--- src/rtc_edit_pkg.sv ---
package rtc_edit_pkg;

	////////////////////
	// modes and states
	////////////////////

	typedef enum logic [1:0]
	{
		MODE_RUN,
		MODE_TIME,
		MODE_ALARM,
		MODE_TIMER
	} edit_mode_e;

	typedef enum logic [2:0]
	{
		SEQ_IDLE,
		SEQ_READ,
		SEQ_CALC,
		SEQ_WRITE,
		SEQ_DONE
	} seq_state_e;

	////////////////////
	// field layout
	////////////////////

	localparam int FIELD_COUNT = 13;
	localparam int FIELD_W = 4;
	localparam int DATA_W = 8;
	localparam int ADDR_W = 8;

	// group bounds as field indices
	localparam logic [FIELD_W-1:0] TIME_FIRST = 4'd0;
	localparam logic [FIELD_W-1:0] TIME_LAST = 4'd5;
	localparam logic [FIELD_W-1:0] ALARM_FIRST = 4'd6;
	localparam logic [FIELD_W-1:0] ALARM_LAST = 4'd9;
	localparam logic [FIELD_W-1:0] TIMER_FIRST = 4'd10;
	localparam logic [FIELD_W-1:0] TIMER_LAST = 4'd12;

	// clock chip register per field
	localparam logic [ADDR_W-1:0] FIELD_ADDR [FIELD_COUNT] = '{
		8'h20, 8'h21, 8'h22, 8'h23, 8'h24, 8'h26,
		8'h31, 8'h32, 8'h33, 8'h34,
		8'h41, 8'h42, 8'h43
	};

	function automatic logic [FIELD_W-1:0] group_first_of(edit_mode_e mode);
		case (mode)
			MODE_TIME: return TIME_FIRST;
			MODE_ALARM: return ALARM_FIRST;
			MODE_TIMER: return TIMER_FIRST;
			default: return '0;
		endcase
	endfunction

	function automatic logic [FIELD_W-1:0] group_last_of(edit_mode_e mode);
		case (mode)
			MODE_TIME: return TIME_LAST;
			MODE_ALARM: return ALARM_LAST;
			MODE_TIMER: return TIMER_LAST;
			default: return '0;
		endcase
	endfunction

endpackage

--- src/button_decode.sv ---
module button_decode
	import rtc_edit_pkg::*;
(
	input  logic               CLK,
	input  logic               reset,
	input  edit_mode_e         mode,
	input  logic               btn_left,
	input  logic               btn_right,
	input  logic               btn_up,
	input  logic               btn_down,
	input  logic               commit,
	input  logic               busy,
	output logic               step_up,
	output logic               step_down,
	output logic               start,
	output logic [FIELD_W-1:0] cursor,
	output logic [FIELD_W-1:0] group_first,
	output logic [FIELD_W-1:0] group_last
);

	logic [4:0] btn_q;
	logic [4:0] btn_prev;
	logic       left_rise;
	logic       right_rise;
	logic       up_rise;
	logic       down_rise;
	logic       commit_rise;
	edit_mode_e mode_q;
	edit_mode_e mode_prev;
	logic       mode_chg;
	logic       left_p;
	logic       right_p;
	logic       accept;

	// sample buttons and mode once
	always_ff @(posedge CLK)
	begin
		if (reset)
		begin
			btn_q <= '0;
			btn_prev <= '0;
			mode_q <= MODE_RUN;
			mode_prev <= MODE_RUN;
		end
		else
		begin
			btn_q <= {commit, btn_down, btn_up, btn_right, btn_left};
			btn_prev <= btn_q;
			mode_q <= mode;
			mode_prev <= mode_q;
		end
	end

	assign {commit_rise, down_rise, up_rise, right_rise, left_rise} = btn_q & ~btn_prev;

	// nothing gets through in run mode or during a commit
	assign accept = (mode_q != MODE_RUN) && !busy;

	assign group_first = group_first_of(mode_q);
	assign group_last = group_last_of(mode_q);

	////////////////////
	// registered pulses
	////////////////////

	always_ff @(posedge CLK)
	begin
		if (reset)
		begin
			left_p <= 1'b0;
			right_p <= 1'b0;
			step_up <= 1'b0;
			step_down <= 1'b0;
			start <= 1'b0;
			mode_chg <= 1'b0;
		end
		else
		begin
			left_p <= left_rise && accept;
			right_p <= right_rise && accept;
			step_up <= up_rise && accept;
			step_down <= down_rise && accept;
			start <= commit_rise && accept;
			mode_chg <= (mode_q != mode_prev);
		end
	end

	// cursor, saturating at the group bounds
	always_ff @(posedge CLK)
	begin
		if (reset)
			cursor <= '0;
		else if (mode_chg)
			cursor <= group_first;
		else if (left_p && cursor > group_first)
			cursor <= cursor - 1'b1;
		else if (right_p && cursor < group_last)
			cursor <= cursor + 1'b1;
	end

	// once the mode has settled, the cursor sits in its group
	property p_cursor_in_group;
		@(posedge CLK) disable iff (reset)
		(!mode_chg && mode_q == mode_prev && mode_q != MODE_RUN)
			|-> (cursor >= group_first && cursor <= group_last);
	endproperty
	a_cursor_in_group : assert property (p_cursor_in_group);

endmodule

--- src/field_adjust.sv ---
module field_adjust
	import rtc_edit_pkg::*;
(
	input  logic               CLK,
	input  logic               reset,
	input  logic               step_up,
	input  logic               step_down,
	input  logic [FIELD_W-1:0] cursor,
	input  logic               clear_en,
	input  logic [FIELD_W-1:0] clear_field,
	input  logic [FIELD_W-1:0] seq_field,
	output logic [DATA_W-1:0]  seq_adjust
);

	logic [DATA_W-1:0] adj [FIELD_COUNT];
	logic              cursor_ok;
	logic              clear_ok;

	assign cursor_ok = (cursor < FIELD_COUNT);
	assign clear_ok = (clear_field < FIELD_COUNT);

	////////////////////
	// adjustment bank
	////////////////////

	// counters wrap, so down from zero gives 255
	always_ff @(posedge CLK)
	begin
		if (reset)
		begin
			for (int i = 0; i < FIELD_COUNT; i++)
			begin
				adj[i] <= '0;
			end
		end
		else
		begin
			if (step_up && cursor_ok)
				adj[cursor] <= adj[cursor] + 1'b1;
			else if (step_down && cursor_ok)
				adj[cursor] <= adj[cursor] - 1'b1;

			// clear comes last and wins on the same field
			if (clear_en && clear_ok)
				adj[clear_field] <= '0;
		end
	end

	// sequencer side read port
	assign seq_adjust = (seq_field < FIELD_COUNT) ? adj[seq_field] : '0;

	// the decoder never steps both ways at once
	a_step_exclusive : assert property (
		@(posedge CLK) disable iff (reset)
		!(step_up && step_down)
	);

endmodule

--- src/commit_sequencer.sv ---
module commit_sequencer
	import rtc_edit_pkg::*;
(
	input  logic               CLK,
	input  logic               reset,
	input  logic               start,
	input  logic [FIELD_W-1:0] group_first,
	input  logic [FIELD_W-1:0] group_last,
	input  logic [DATA_W-1:0]  seq_adjust,
	input  logic [DATA_W-1:0]  wb_dat_r,
	input  logic               wb_ack,
	output logic [FIELD_W-1:0] seq_field,
	output logic               clear_en,
	output logic [FIELD_W-1:0] clear_field,
	output logic               busy,
	output logic               done,
	output logic               wb_cyc,
	output logic               wb_stb,
	output logic               wb_we,
	output logic [ADDR_W-1:0]  wb_adr,
	output logic [DATA_W-1:0]  wb_dat_w
);

	seq_state_e         state;
	logic [FIELD_W-1:0] last_field;
	logic [DATA_W-1:0]  rd_data;
	logic               bus_ack;
	logic               launch;

	assign bus_ack = wb_cyc && wb_stb && wb_ack;
	assign launch = (state == SEQ_IDLE || state == SEQ_DONE) && start;

	assign busy = (state != SEQ_IDLE) && (state != SEQ_DONE);
	assign done = (state == SEQ_DONE);

	// field is cleared on the edge that completes its write
	assign clear_en = (state == SEQ_WRITE) && bus_ack;
	assign clear_field = seq_field;

	////////////////////
	// walk state machine
	////////////////////

	always_ff @(posedge CLK)
	begin
		if (reset)
		begin
			state <= SEQ_IDLE;
			seq_field <= '0;
			wb_cyc <= 1'b0;
			wb_stb <= 1'b0;
			wb_we <= 1'b0;
		end
		else
		begin
			case (state)
				SEQ_IDLE, SEQ_DONE:
				begin
					if (launch)
					begin
						seq_field <= group_first;
						state <= SEQ_READ;
					end
					else
						state <= SEQ_IDLE;
				end
				SEQ_READ:
				begin
					if (!wb_cyc)
					begin
						// address loads as the read opens
						wb_cyc <= 1'b1;
						wb_stb <= 1'b1;
						wb_we <= 1'b0;
					end
					else if (bus_ack)
					begin
						wb_cyc <= 1'b0;
						wb_stb <= 1'b0;
						state <= SEQ_CALC;
					end
				end
				SEQ_CALC:
				begin
					wb_cyc <= 1'b1;
					wb_stb <= 1'b1;
					wb_we <= 1'b1;
					state <= SEQ_WRITE;
				end
				SEQ_WRITE:
				begin
					if (bus_ack)
					begin
						wb_cyc <= 1'b0;
						wb_stb <= 1'b0;
						wb_we <= 1'b0;
						if (seq_field == last_field)
							state <= SEQ_DONE;
						else
						begin
							seq_field <= seq_field + 1'b1;
							state <= SEQ_READ;
						end
					end
				end
				default:
					state <= SEQ_IDLE;
			endcase
		end
	end

	// address, read data and write data
	always_ff @(posedge CLK)
	begin
		if (launch)
			last_field <= group_last;
		if (state == SEQ_READ && !wb_cyc)
			wb_adr <= FIELD_ADDR[seq_field];
		if (state == SEQ_READ && bus_ack)
			rd_data <= wb_dat_r;
		if (state == SEQ_CALC)
			wb_dat_w <= rd_data + seq_adjust;
	end

	a_stb_in_cyc : assert property (
		@(posedge CLK) disable iff (reset)
		wb_stb |-> wb_cyc
	);

	// a stalled transfer keeps its request steady
	property p_bus_hold;
		@(posedge CLK) disable iff (reset)
		(wb_stb && !wb_ack) |=>
			(wb_stb && $stable(wb_adr) && $stable(wb_we) && $stable(wb_dat_w));
	endproperty
	a_bus_hold : assert property (p_bus_hold);

endmodule

--- src/rtc_edit_top.sv ---
module rtc_edit_top
	import rtc_edit_pkg::*;
(
	input  logic               CLK,
	input  logic               reset,
	input  edit_mode_e         mode,
	input  logic               btn_left,
	input  logic               btn_right,
	input  logic               btn_up,
	input  logic               btn_down,
	input  logic               commit,
	input  logic [DATA_W-1:0]  wb_dat_r,
	input  logic               wb_ack,
	output logic [FIELD_W-1:0] cursor,
	output logic               busy,
	output logic               done,
	output logic               wb_cyc,
	output logic               wb_stb,
	output logic               wb_we,
	output logic [ADDR_W-1:0]  wb_adr,
	output logic [DATA_W-1:0]  wb_dat_w
);

	logic               step_up;
	logic               step_down;
	logic               start;
	logic [FIELD_W-1:0] group_first;
	logic [FIELD_W-1:0] group_last;
	logic [FIELD_W-1:0] seq_field;
	logic [DATA_W-1:0]  seq_adjust;
	logic               clear_en;
	logic [FIELD_W-1:0] clear_field;

	// buttons, mode and cursor
	button_decode u_button_decode (
		.CLK         (CLK),
		.reset       (reset),
		.mode        (mode),
		.btn_left    (btn_left),
		.btn_right   (btn_right),
		.btn_up      (btn_up),
		.btn_down    (btn_down),
		.commit      (commit),
		.busy        (busy),
		.step_up     (step_up),
		.step_down   (step_down),
		.start       (start),
		.cursor      (cursor),
		.group_first (group_first),
		.group_last  (group_last)
	);

	field_adjust u_field_adjust (
		.CLK         (CLK),
		.reset       (reset),
		.step_up     (step_up),
		.step_down   (step_down),
		.cursor      (cursor),
		.clear_en    (clear_en),
		.clear_field (clear_field),
		.seq_field   (seq_field),
		.seq_adjust  (seq_adjust)
	);

	// read-modify-write over the bus
	commit_sequencer u_commit_sequencer (
		.CLK         (CLK),
		.reset       (reset),
		.start       (start),
		.group_first (group_first),
		.group_last  (group_last),
		.seq_adjust  (seq_adjust),
		.wb_dat_r    (wb_dat_r),
		.wb_ack      (wb_ack),
		.seq_field   (seq_field),
		.clear_en    (clear_en),
		.clear_field (clear_field),
		.busy        (busy),
		.done        (done),
		.wb_cyc      (wb_cyc),
		.wb_stb      (wb_stb),
		.wb_we       (wb_we),
		.wb_adr      (wb_adr),
		.wb_dat_w    (wb_dat_w)
	);

endmodule

--- config.mk ---
export PLATFORM = sky130hd
export DESIGN_NAME = rtc_edit_top
export DESIGN_NICKNAME = d
export VERILOG_FILES = /design/src/rtc_edit_pkg.sv /design/src/button_decode.sv /design/src/field_adjust.sv /design/src/commit_sequencer.sv /design/src/rtc_edit_top.sv
export SDC_FILE = /design/constraint.sdc
export NUM_CORES = 1
export LEC_CHECK = 0
export BUFFER_PORTS_ARGS = -buffer_cell sky130_fd_sc_hd__buf_2
export CAP_MARGIN = 20
export CORE_MARGIN = 2
export CORE_UTILIZATION = 39
export CTS_BUF_LIST = sky130_fd_sc_hd__clkbuf_16
export DETAILED_ROUTE_END_ITERATION = 16
export PLACE_DENSITY_LB_ADDON = 0.2
export RECOVER_POWER = 100
export SLEW_MARGIN = 20
export SYNTH_ARGS = -nofsm -noshare
export SYNTH_HDL_FRONTEND = slang
export SYNTH_SLANG_ARGS = --single-unit
--- constraint.sdc ---
create_clock -name CLK -period 3.8 [get_ports CLK]
set_input_delay 0.19 -clock CLK [delete_from_list [all_inputs] [get_ports CLK]]
set_output_delay 0.19 -clock CLK [all_outputs]
set_load 0.01 [all_outputs]
==> reports/metrics.yaml, run 1 <==
synth:
  synth_edf_count: 25
  synth_cells: 986
  syn_area_sq_um: 10290
  synthDominantCellAreaShare_pct: 33.08
  synthFlopType: "dfxtp_1"
  yosysTopAreaCell: "dfxtp_1"
  synthTopCellsByArea: "dfxtp_1 33%, mux4_2 16%, edfxtp_1 7.3%, nor3b_1 4.7%, nor2_1 4.5%"
  synth.most_common_cell: "dfxtp_1"
  synth.ff_latch_count: 195
  ys_top_cells_by_count: "170 x dfxtp_1, 123 x nor2_1, 72 x mux4_2, 71 x a21oi_1, 64 x nor3b_1"
  yosysSeqAreaShare_pct: 40.38
  yosysUniqueCellTypes: 70
  async_flop_share_pct: 0
  ys_warn_count: 0
  syn_area_per_cell_sq_um: 10.43
clocking:
  cts.clk_slew.worst_paths_ns: 0.08
  clock_sinks: 195
  postCtsSetupBuffers: 0
  clock_latency_ns: 0.44
  cts.path.max_buffers: 2
  htreeDepth: 4
  cts_tree: "built"
  cts_made_buffers: 17
  clockRootBuffer: "clkbuf_16"
status:
  violations: "max-capacitance violations, max-slew violations"
  outcome: "complete, but fails checks"
sta:
  min_period_ns: 3.548
  tightest_slew_ns: 1.564
  slew_violations: 78
  max_clock_freq_mhz: 281.8
  skew_ns: 0.01629
  whs_ns: 0.1895
  rsz0062_at_grt: "no"
  relSlewSlack_pct: -4.294
  hold_violations: 0
  setup_tns_ns: 0
  finalSetupViolCount: 0
  setup_ws_ns: 0.2519
  min_period_over_period_pct: 93.37
min_path:
  worstHoldStart: "wb_ack"
  hold_class: "input port to flip-flop"
power_and_ir_drop:
  p_sw_share_pct: 25.36
  powerDensity_nw_per_um2: 364.5
  p_switching_uw: 1065
  p_leak_uw: 0.004135
  p_clk_share_pct: 42.0
  internal_power_uw: 3134
  peakVddDrop_mv: 0.2874
  p_total_uw: 4199
  power_frac_seq_pct: 50.6
  p_comb_share_pct: 7.4
global_routing:
  antenna_found_initial: 0
  grt_max_degree: 78
  grt_overflow_total: 0
  grt_pass1_wl_um: 44890
  grt_pass1_vias: 7729
  grt_usage_pct: 20.90
detailed_routing:
  drc: 0
  drt_iter0_markers: 611
  num_vias: 7838
  routed_wl_um: 28640
  routed_via_density: 5.696
  avgRoutedWirePerCell_um: 20.81
  dr.pass1.iters: 5
  route.antenna.remaining_nets: 0
layout:
  drive_above_1_share_pct: 17.87
  num_antenna_cells: 0
  area_growth_pct: 11.97
  nNetsFinal: 1079
  layout.cells.non_filler: 1376
critical_path:
  worstPathMaxFanout: 33
  endpoint_kind: "flip-flop"
  crit_path_start_kind: "flip-flop"
  required_ns: 4.10
  worstSetupPathType: "flip-flop to flip-flop"
  worst_ep_arrival_time_ns: 3.85
die:
  die_h_um: 166.4
  die_w_um: 166.4
  coreArea_sq_um: 25980
  io_pins: 43
  start_util_pct: 39.59
  row_count: 59
  dieArea_sq_um: 27690
run:
  drv_cap: 1
place:
  dp_slack_ns: 0.2686
  gp_congestion: 0.8928
  portBuffers: 40
  dp_hpwl_um: 20770
  dpl.cell_count: 1329
[logic make-up after synthesis]
logic type                 count (synthesis)  synth area share, %
AOI/OAI and AO/OA                        202                12.67
xor gates and xnor gates                  23                2.104
adders and majority gates                 33                4.233
buffers and inverters                    110                4.962
DFF                                      195                40.38
muxes                                     87                17.49
other                                      1              0.03645
and+or+nand+nor                          335                18.12
[worst max-delay path, cell delays in order (launching register included)]
cell and delay, ns:
dfxtp_2 0.34, buf_12 0.25, mux4_2 0.59, mux4_2 0.53, fa_1 0.45, a21o_1 0.18
a21oi_1 0.22, o21bai_1 0.12, a21oi_1 0.19, xor2_1 0.15, buf_4 0.25, o21ai_0 0.14
[worst paths after layout]
check	end	slack [ns]	depth (start not counted)
worst min-delay path	u_commit_sequencer.wb_stb$_SDFFE_PP0P_	0.19	4
worst max register to register	u_field_adjust.adj[8][6]$_SDFFE_PP0P_	0.25	11
worst min register to register	u_button_decode.step_down$_SDFF_PP0_	0.38	1
worst max-delay path	u_field_adjust.adj[8][6]$_SDFFE_PP0P_	0.25	11
[per-stage QoR]
step           util (%)  cell area (sq um)
6_report          44.33              11520
3_3_place_gp      41.88              10880
3_5_place_dp      41.93              10890
4_1_cts           44.66              11600
2_1_floorplan         -              10290
5_1_grt           44.33              11520
[layout make-up]
type | instances | area [sq um]
repair buffers | 92 | 621.8
well taps | 335 | 419.2
flip-flops and latches | 195 | 4159
fillers | 2501 | 14470
inverters | 40 | 150.1
clock buffers | 17 | 425.4
clock inverters | 15 | 133.9
multi-input cells | 682 | 5609
[power by group through the flow]
stage | clock network [uW] | logic, uW | registers (uW)
after floorplan | 0 | 215 | 2170
after global placement | 0 | 300 | 2180
after detailed placement | 0 | 301 | 2180
after CTS | 1800 | 315 | 2130
after global routing | 1870 | 333 | 2130
final | 1760 | 309 | 2130
[sequential cells by signal (all words and copies together), names as in the netlist, 3 cells and up, named ones only]
register                        count
u_commit_sequencer.wb_dat_w         8
u_button_decode.btn_q               5
u_commit_sequencer.state            3
u_commit_sequencer.rd_data          8
u_commit_sequencer.wb_adr           6
u_commit_sequencer.last_field       3
u_commit_sequencer.clear_field      4
u_button_decode.cursor              4
u_field_adjust.adj                128
u_button_decode.btn_prev            5
[layout by cell type (no fill, tap or decap), drive strengths merged, types with 15 or more instances in the layout]
cell / Yosys / layout
nand2: 29 / 29
dfxtp: 170 / 170
xnor2: 19 / 19
clkbuf: 43 / 48
buf: 27 / 46
edfxtp: 25 / 25
inv: 40 / 49
o32ai: 25 / 25
nor3b: 64 / 64
mux4: 73 / 73
dlygate4sd3: 0 / 15
ha: 30 / 30
nor2: 126 / 126
o21ai: 33 / 33
nor2b: 49 / 49
nand2b: 15 / 15
a21oi: 75 / 75
[what timing repair did]
item                                    in CTS  in global routing
hold buffers                                15                  0
hold endpoints to repair                    15                  0
endpoints found under the setup margin       0                  1
resized for setup                            0                  1
[routing by layer]
metal	part of all wire (%)	vias to the layer above	global-route usage, %	routed length, um
li1	-	3697	-	-
met1	43	3839	26.62	12200
met2	49	257	36.17	14150
met3	5.7	45	3.731	1623
met4	2.3	0	6.559	669
met5	0	-	0	0
Note: power is estimated with default switching activity, not from simulation.
==> run 2, diff against run 1 <==
--- a/config.mk
+++ b/config.mk
@@ -19 +19,2 @@
 export SYNTH_SLANG_ARGS = --single-unit
+export TNS_END_PERCENT = 5
==> constraint.sdc (replaced) <==
create_clock -name CLK -period 3.8 [get_ports CLK]
set_input_delay 0.95 -clock CLK [delete_from_list [all_inputs] [get_ports CLK]]
set_output_delay 0.95 -clock CLK [all_outputs]
set_load 0.01 [all_outputs]
==> reports/metrics.yaml, run 2 (synthesized netlist as in run 1, its figures left out) <==
critical_path:
  cp_common_cell: "mux4_2"
  worst_ep_arrival_time_ns: 3.82  # was 3.85 ns
  worstPathMaxFanout: 33  # unchanged
  cpMaxStageDelayCell: "mux4_2"  # unchanged
  critPathTopFamily: "multiplexers"  # unchanged
  crit_path_start_kind: "flip-flop"  # unchanged
  worstPathCellList: "buf_12, mux4_2, mux4_2, ha_1, nand2_1, o31ai_1, a21o_1, a21oi_1, a21oi_2, xor2_2, buf_4, o32ai_1"  # was buf_12, mux4_2, mux4_2, fa_1, a21o_1, a21oi_1, o21bai_1, a21oi_1, xor2_1, buf_4, o21ai_0
  r2r_cells: 12  # was 11
  endpoint_kind: "flip-flop"  # unchanged
  ff2ff_setup_slack_ns: 0.24  # was 0.25 ns
  crit_buf_inv: 2  # unchanged
  required_ns: 4.06  # was 4.10 ns
  cpPeakStageDelay_ns: 0.56  # was 0.59 ns
  worstSetupPathType: "flip-flop to flip-flop"  # unchanged
  rr_endpoint: "u_field_adjust.adj[3][7]$_SDFFE_PP0P_"  # was u_field_adjust.adj[8][6]$_SDFFE_PP0P_
global_routing:
  antenna_found_initial: 0  # unchanged
  grt_pass1_vias: 7666  # was 7,729
  grt_pass1_wl_um: 45680  # was 44,890 um
  grt_overflow_total: 0  # unchanged
  grt_usage_pct: 21.42  # was 20.90%
  grt_max_degree: 81  # was 78
detailed_routing:
  num_vias: 7767  # was 7,838
  routed_via_density: 5.657  # was 5.696
  route.antenna.remaining_nets: 0  # unchanged
  drc: 0  # unchanged
  avgRoutedWirePerCell_um: 21.06  # was 20.81 um
  drt_iter0_markers: 723  # was 611
  dr.pass1.iters: 5  # unchanged
  routed_wl_um: 28920  # was 28,640 um
place:
  dp_slack_ns: 0.2650  # was 0.2686 ns
  dpl.cell_count: 1341  # was 1,329
  dp_hpwl_um: 21000  # was 20,770 um
  gp_congestion: 0.8577  # was 0.8928
  portBuffers: 40  # unchanged
clocking:
  cts.clk_slew.worst_paths_ns: 0.08  # about the same
  htreeDepth: 4  # unchanged
  clock_latency_ns: 0.45  # was 0.44 ns
  post_cts_resized: 0  # unchanged
  postCtsSetupBuffers: 0  # unchanged
  cts_hold_buf: 0  # was 15
  cts.path.max_buffers: 2  # unchanged
  cts_tree: "built"  # unchanged
  clockRootBuffer: "clkbuf_16"  # unchanged
  clock_sinks: 195  # unchanged
  cts_made_buffers: 17  # unchanged
layout:
  top_register: "u_field_adjust.adj"  # unchanged
  layout_common_cells: "169 x dfxtp_1, 123 x nor2_1, 72 x mux4_2, 72 x a21oi_1, 64 x nor3b_1"  # was 168 x dfxtp_1, 123 x nor2_1, 73 x a21oi_1
  nNetsFinal: 1076  # was 1,079
  area_growth_pct: 11.18  # was 11.97%
  fillCellCount: 2515  # was 2,501
  num_antenna_cells: 0  # unchanged
  reg.largest.list: "u_field_adjust.adj: 128 flops, u_commit_sequencer.rd_data: 8 flops, u_commit_sequencer.wb_dat_w: 8 flops"  # unchanged
  largest_register_ff_count: 128  # unchanged
  layout.cells.non_filler: 1373  # was 1,376
  drive_above_1_share_pct: 18.79  # was 17.87%
  final_common_cell: "dfxtp_1"  # unchanged
sta:
  max_clock_freq_mhz: 281.0  # was 281.8 MHz
  rsz0062_at_grt: "no"  # unchanged
  relSlewSlack_pct: -9.555  # was -4.294%
  hold_violations: 0  # unchanged
  skew_ns: 0.01676  # was 0.01629 ns
  setup_tns_ns: 0  # unchanged
  min_period_ns: 3.558  # was 3.548 ns
  finalSetupViolCount: 0  # unchanged
  slew_violations: 81  # was 78
  min_period_over_period_pct: 93.64  # was 93.37%
  setup_ws_ns: 0.2418  # was 0.2519 ns
  tightest_slew_ns: 1.643  # was 1.564 ns
die:
  dieArea_sq_um: 27690  # unchanged
  die_w_um: 166.4  # unchanged
  io_pins: 43  # unchanged
  row_count: 59  # unchanged
  die_h_um: 166.4  # unchanged
  coreArea_sq_um: 25980  # unchanged
  start_util_pct: 39.59  # unchanged
min_path:
  holdPathStages: 1  # was 4
  hold_class: "flip-flop to flip-flop"  # was input port to flip-flop
  hold_end: "u_button_decode.left_p$_SDFF_PP0_"  # was u_commit_sequencer.wb_stb$_SDFFE_PP0P_
  worstHoldStart: "u_button_decode.btn_prev[0]$_SDFF_PP0_"  # was wb_ack
power_and_ir_drop:
  p_leak_uw: 0.004126  # was 0.004135 uW
  peakVddDrop_mv: 0.3259  # was 0.2874 mV
  powerDensity_nw_per_um2: 367.9  # was 364.5 nW/um^2
status:
  outcome: "complete, but fails checks"  # unchanged
  violations: "max-capacitance violations, max-slew violations"  # unchanged
run:
  drv_cap: 1  # unchanged
[run 2: worst max path at each step]
stage,slack (ns),end,from,cells after the start
3_5_place_dp,0.27,u_field_adjust.adj[12][5]$_SDFFE_PP0P_,flip-flop,9
4_1_cts,0.26,u_field_adjust.adj[12][5]$_SDFFE_PP0P_,flip-flop,9
5_1_grt,0.005,u_field_adjust.adj[5][7]$_SDFFE_PP0P_,flip-flop,12
2_1_floorplan,0.16,u_field_adjust.adj[6][6]$_SDFFE_PP0P_,flip-flop,12
6_report,0.24,u_field_adjust.adj[3][7]$_SDFFE_PP0P_,flip-flop,12
3_3_place_gp,0.31,u_field_adjust.adj[12][5]$_SDFFE_PP0P_,flip-flop,9
[run 2: metal layers]
metal,wire [um],global-route usage [%]
met1,12940,28.88
met2,13550,34.62
met3,1568,3.755
met4,862,7.946
met5,0,0
[run 2: final cells by class]
type | count | area (sq um) | area share [%]
Inverter | 40 | 150.1 | 1.313
Multi-Input combinational cell | 682 | 5623 | 49.16
Timing Repair Buffer | 89 | 521.8 | 4.562
Sequential cell | 195 | 4155 | 36.33
Tap cell | 335 | 419.2 | 3.665
Clock inverter | 15 | 142.6 | 1.247
Clock buffer | 17 | 425.4 | 3.720
[run 2: per-stage QoR]
step | hold WS, ns | utilization [%] | instance area [sq um] | power (uW)
final | 0.3921 | 44.01 | 11440 | 4208
after global routing | 0.4117 | 44.01 | 11440 | 4356
after CTS | 0.3954 | 44.32 | 11520 | 4236
after detailed placement | 0.3837 | 42.13 | 10950 | 2476
after global placement | 0.3797 | 42.13 | 10950 | 2476
after floorplan | 0.3729 | - | 10290 | 2380
[run 2: power breakdown]
group	internal (uW)	leakage, uW	total [uW]	switching, uW
clock	873	0.000285	1780	910
sequential	2100	0.00160	2130	29.4
combinational	109	0.00224	293	184
==> run 3, diff against run 2 <==
Settings changed: CORE_ASPECT_RATIO set to 0.9, SLEW_MARGIN 20 to not set.
==> reports/metrics.yaml, run 3 (synthesized netlist as in run 1, its figures left out) <==
clocking:
  cts_hold_buf: 0  # unchanged
  clock_sinks: 195  # unchanged
  clock_latency_ns: 0.44  # was 0.45 ns
  cts_tree: "built"  # unchanged
  cts_made_buffers: 17  # unchanged
  cts.path.max_buffers: 2  # unchanged
  htreeDepth: 4  # unchanged
  clockRootBuffer: "clkbuf_16"  # unchanged
  cts.clk_slew.worst_paths_ns: 0.07  # was 0.08 ns
min_path:
  holdPathStages: 1  # unchanged
  worstHoldStart: "u_button_decode.btn_prev[2]$_SDFF_PP0_"  # was u_button_decode.btn_prev[0]$_SDFF_PP0_
  hold_class: "flip-flop to flip-flop"  # unchanged
  hold_end: "u_button_decode.step_up$_SDFF_PP0_"  # was u_button_decode.left_p$_SDFF_PP0_
sta:
  rsz0062_at_grt: "no"  # unchanged
  slew_violations: 0  # was 81
  min_period_ns: 3.640  # was 3.558 ns
  setup_ws_ns: 0.1597  # was 0.2418 ns
  max_clock_freq_mhz: 274.7  # was 281.0 MHz
  min_period_over_period_pct: 95.80  # was 93.64%
  skew_ns: 0.01440  # was 0.01676 ns
  tightest_slew_ns: 1.251  # was 1.643 ns
  hold_violations: 0  # unchanged
  setup_tns_ns: 0  # unchanged
  relSlewSlack_pct: 16.57  # was -9.555%
  finalSetupViolCount: 0  # unchanged
power_and_ir_drop:
  p_leak_uw: 0.004123  # was 0.004126 uW
  p_total_uw: 4273  # was 4208 uW
  powerDensity_nw_per_um2: 372.8  # was 367.9 nW/um^2
  peakVddDrop_mv: 0.3401  # was 0.3259 mV
layout:
  layout.cells.non_filler: 1379  # was 1,373
  final_common_cell: "dfxtp_1"  # unchanged
  largest_register_ff_count: 128  # unchanged
  area_growth_pct: 11.42  # was 11.18%
  fin_util_pct: 44.09  # was 44.01%
  top_register: "u_field_adjust.adj"  # unchanged
  fillCellCount: 2491  # was 2,515
  nNetsFinal: 1069  # was 1,076
  drive_above_1_share_pct: 19.11  # was 18.79%
  layout_common_cells: "168 x dfxtp_1, 123 x nor2_1, 72 x mux4_2, 72 x a21oi_1, 64 x nor3b_1"  # was 169 x dfxtp_1, 123 x nor2_1, 72 x mux4_2, 72 x a21oi_1, 64 x nor3b_1
  num_antenna_cells: 0  # unchanged
  reg.largest.list: "u_field_adjust.adj: 128 flops, u_commit_sequencer.rd_data: 8 flops, u_commit_sequencer.wb_dat_w: 8 flops"  # unchanged
run:
  drv_cap: 0  # was 1
critical_path:
  critPathTopFamily: "multiplexers"  # unchanged
  rr_endpoint: "u_field_adjust.adj[9][6]$_SDFFE_PP0P_"  # was u_field_adjust.adj[3][7]$_SDFFE_PP0P_
  required_ns: 4.10  # was 4.06 ns
  worstPathCellList: "buf_12, mux4_2, mux4_2, fa_1, a21o_1, a21oi_1, o21bai_1, a21oi_1, xor2_1, clkbuf_2, o21ai_0"  # was buf_12, mux4_2, mux4_2, ha_1, nand2_1, o31ai_1, a21o_1, a21oi_1, a21oi_2, xor2_2, buf_4, o32ai_1
  worst_ep_arrival_time_ns: 3.94  # was 3.82 ns
  cpPeakStageDelay_ns: 0.58  # was 0.56 ns
  crit_path_start_kind: "flip-flop"  # unchanged
  worstPathMaxFanout: 33  # unchanged
  endpoint_kind: "flip-flop"  # unchanged
  cpMaxStageDelayCell: "mux4_2"  # unchanged
  r2r_cells: 11  # was 12
  crit_buf_inv: 2  # unchanged
  ff2ff_setup_slack_ns: 0.16  # was 0.24 ns
  worstSetupPathType: "flip-flop to flip-flop"  # unchanged
detailed_routing:
  drt_iter0_markers: 744  # was 723
  dr.pass1.iters: 5  # unchanged
  routed_wl_um: 28660  # was 28,920 um
  avgRoutedWirePerCell_um: 20.78  # was 21.06 um
  route.antenna.remaining_nets: 0  # unchanged
  drc: 0  # unchanged
  routed_via_density: 5.664  # was 5.657
  num_vias: 7810  # was 7,767
global_routing:
  grt_max_degree: 72  # was 81
  grt_pass1_wl_um: 43920  # was 45,680 um
  antenna_found_initial: 0  # unchanged
  grt_overflow_total: 0  # unchanged
  grt_usage_pct: 21.25  # was 21.42%
  grt_pass1_vias: 7446  # was 7,666
die:
  die_h_um: 158.1  # was 166.4 um
  dieArea_sq_um: 27690  # about the same
  coreArea_sq_um: 25990  # was 25,980 sq um
  start_util_pct: 39.57  # was 39.59%
  die_w_um: 175.2  # was 166.4 um
  row_count: 56  # was 59
  io_pins: 43  # unchanged
place:
  dp_slack_ns: 0.2873  # was 0.2650 ns
  gp_congestion: 0.8594  # was 0.8577
  dpl.cell_count: 1346  # was 1,341
  portBuffers: 40  # unchanged
  dp_hpwl_um: 20350  # was 21,000 um
status:
  outcome: "complete, no violations"  # was complete, but fails checks
[run 3: cell types whose count changed in the layout (fill, tap and decap cells not counted), moves of 2 or more]
cell	previous run	this run
inv_1	42	40
inv_8	4	0
clkinv_2	0	2
bufinv_16	0	2
clkinv_4	1	3
buf_2	14	17
clkbuf_1	35	27
buf_4	36	31
clkinv_8	2	0
clkbuf_2	2	4
[run 3: power breakdown]
part / switching (uW) / internal [uW] / total (uW)
Clock: 840 / 1020 / 1860
Sequential: 22.9 / 2100 / 2130
Combinational: 186 / 106 / 291
Total: 1050 / 3220 / 4270
[run 3: final cells by class]
type / instances / area (sq um) / area share (%)
well taps: 348 / 435.4 / 3.799
flip-flops and latches: 195 / 4159 / 36.28
repair buffers: 82 / 499.2 / 4.355
multi-input cells: 682 / 5619 / 49.02
inverters: 40 / 150.1 / 1.310
clock inverters: 14 / 148.9 / 1.299
clock buffers: 18 / 450.4 / 3.930
[run 3: repair_timing]
item                       in CTS  in global routing
setup buffers                   0                  0
gates resized for setup         0                  1
setup endpoints to repair       0                  1
[run 3: how the worst max path moves through the flow]
stage               cells past startpoint  startpoint  slack [ns]                                       end
floorplan                              12   flip-flop        0.16     u_field_adjust.adj[6][6]$_SDFFE_PP0P_
global placement                       13   flip-flop        0.29  u_commit_sequencer.wb_dat_w[7]$_DFFE_PP_
detailed placement                     13   flip-flop        0.29  u_commit_sequencer.wb_dat_w[7]$_DFFE_PP_
CTS                                    13   flip-flop        0.25  u_commit_sequencer.wb_dat_w[7]$_DFFE_PP_
global route                           10   flip-flop        0.03     u_field_adjust.adj[1][3]$_SDFFE_PP0P_
finish                                 11   flip-flop        0.16     u_field_adjust.adj[9][6]$_SDFFE_PP0P_
[run 3: through the flow]
step / cell area (sq um) / hold slack, ns
2_1_floorplan: 10290 / 0.3729
3_3_place_gp: 10920 / 0.3790
3_5_place_dp: 10920 / 0.3808
4_1_cts: 11520 / 0.3920
5_1_grt: 11460 / 0.4031
6_report: 11460 / 0.3879
[run 3: layer usage]
| layer | routed length (um) | vias up | GRT usage, % |
|---|---|---|---|
| met1 | 12940 | 3796 | 28.32 |
| met3 | 1854 | 59 | 4.611 |
| li1 | - | 3679 | - |
| met2 | 12980 | 276 | 33.43 |
| met5 | 0 | - | 0 |
| met4 | 889 | 0 | 9.127 |
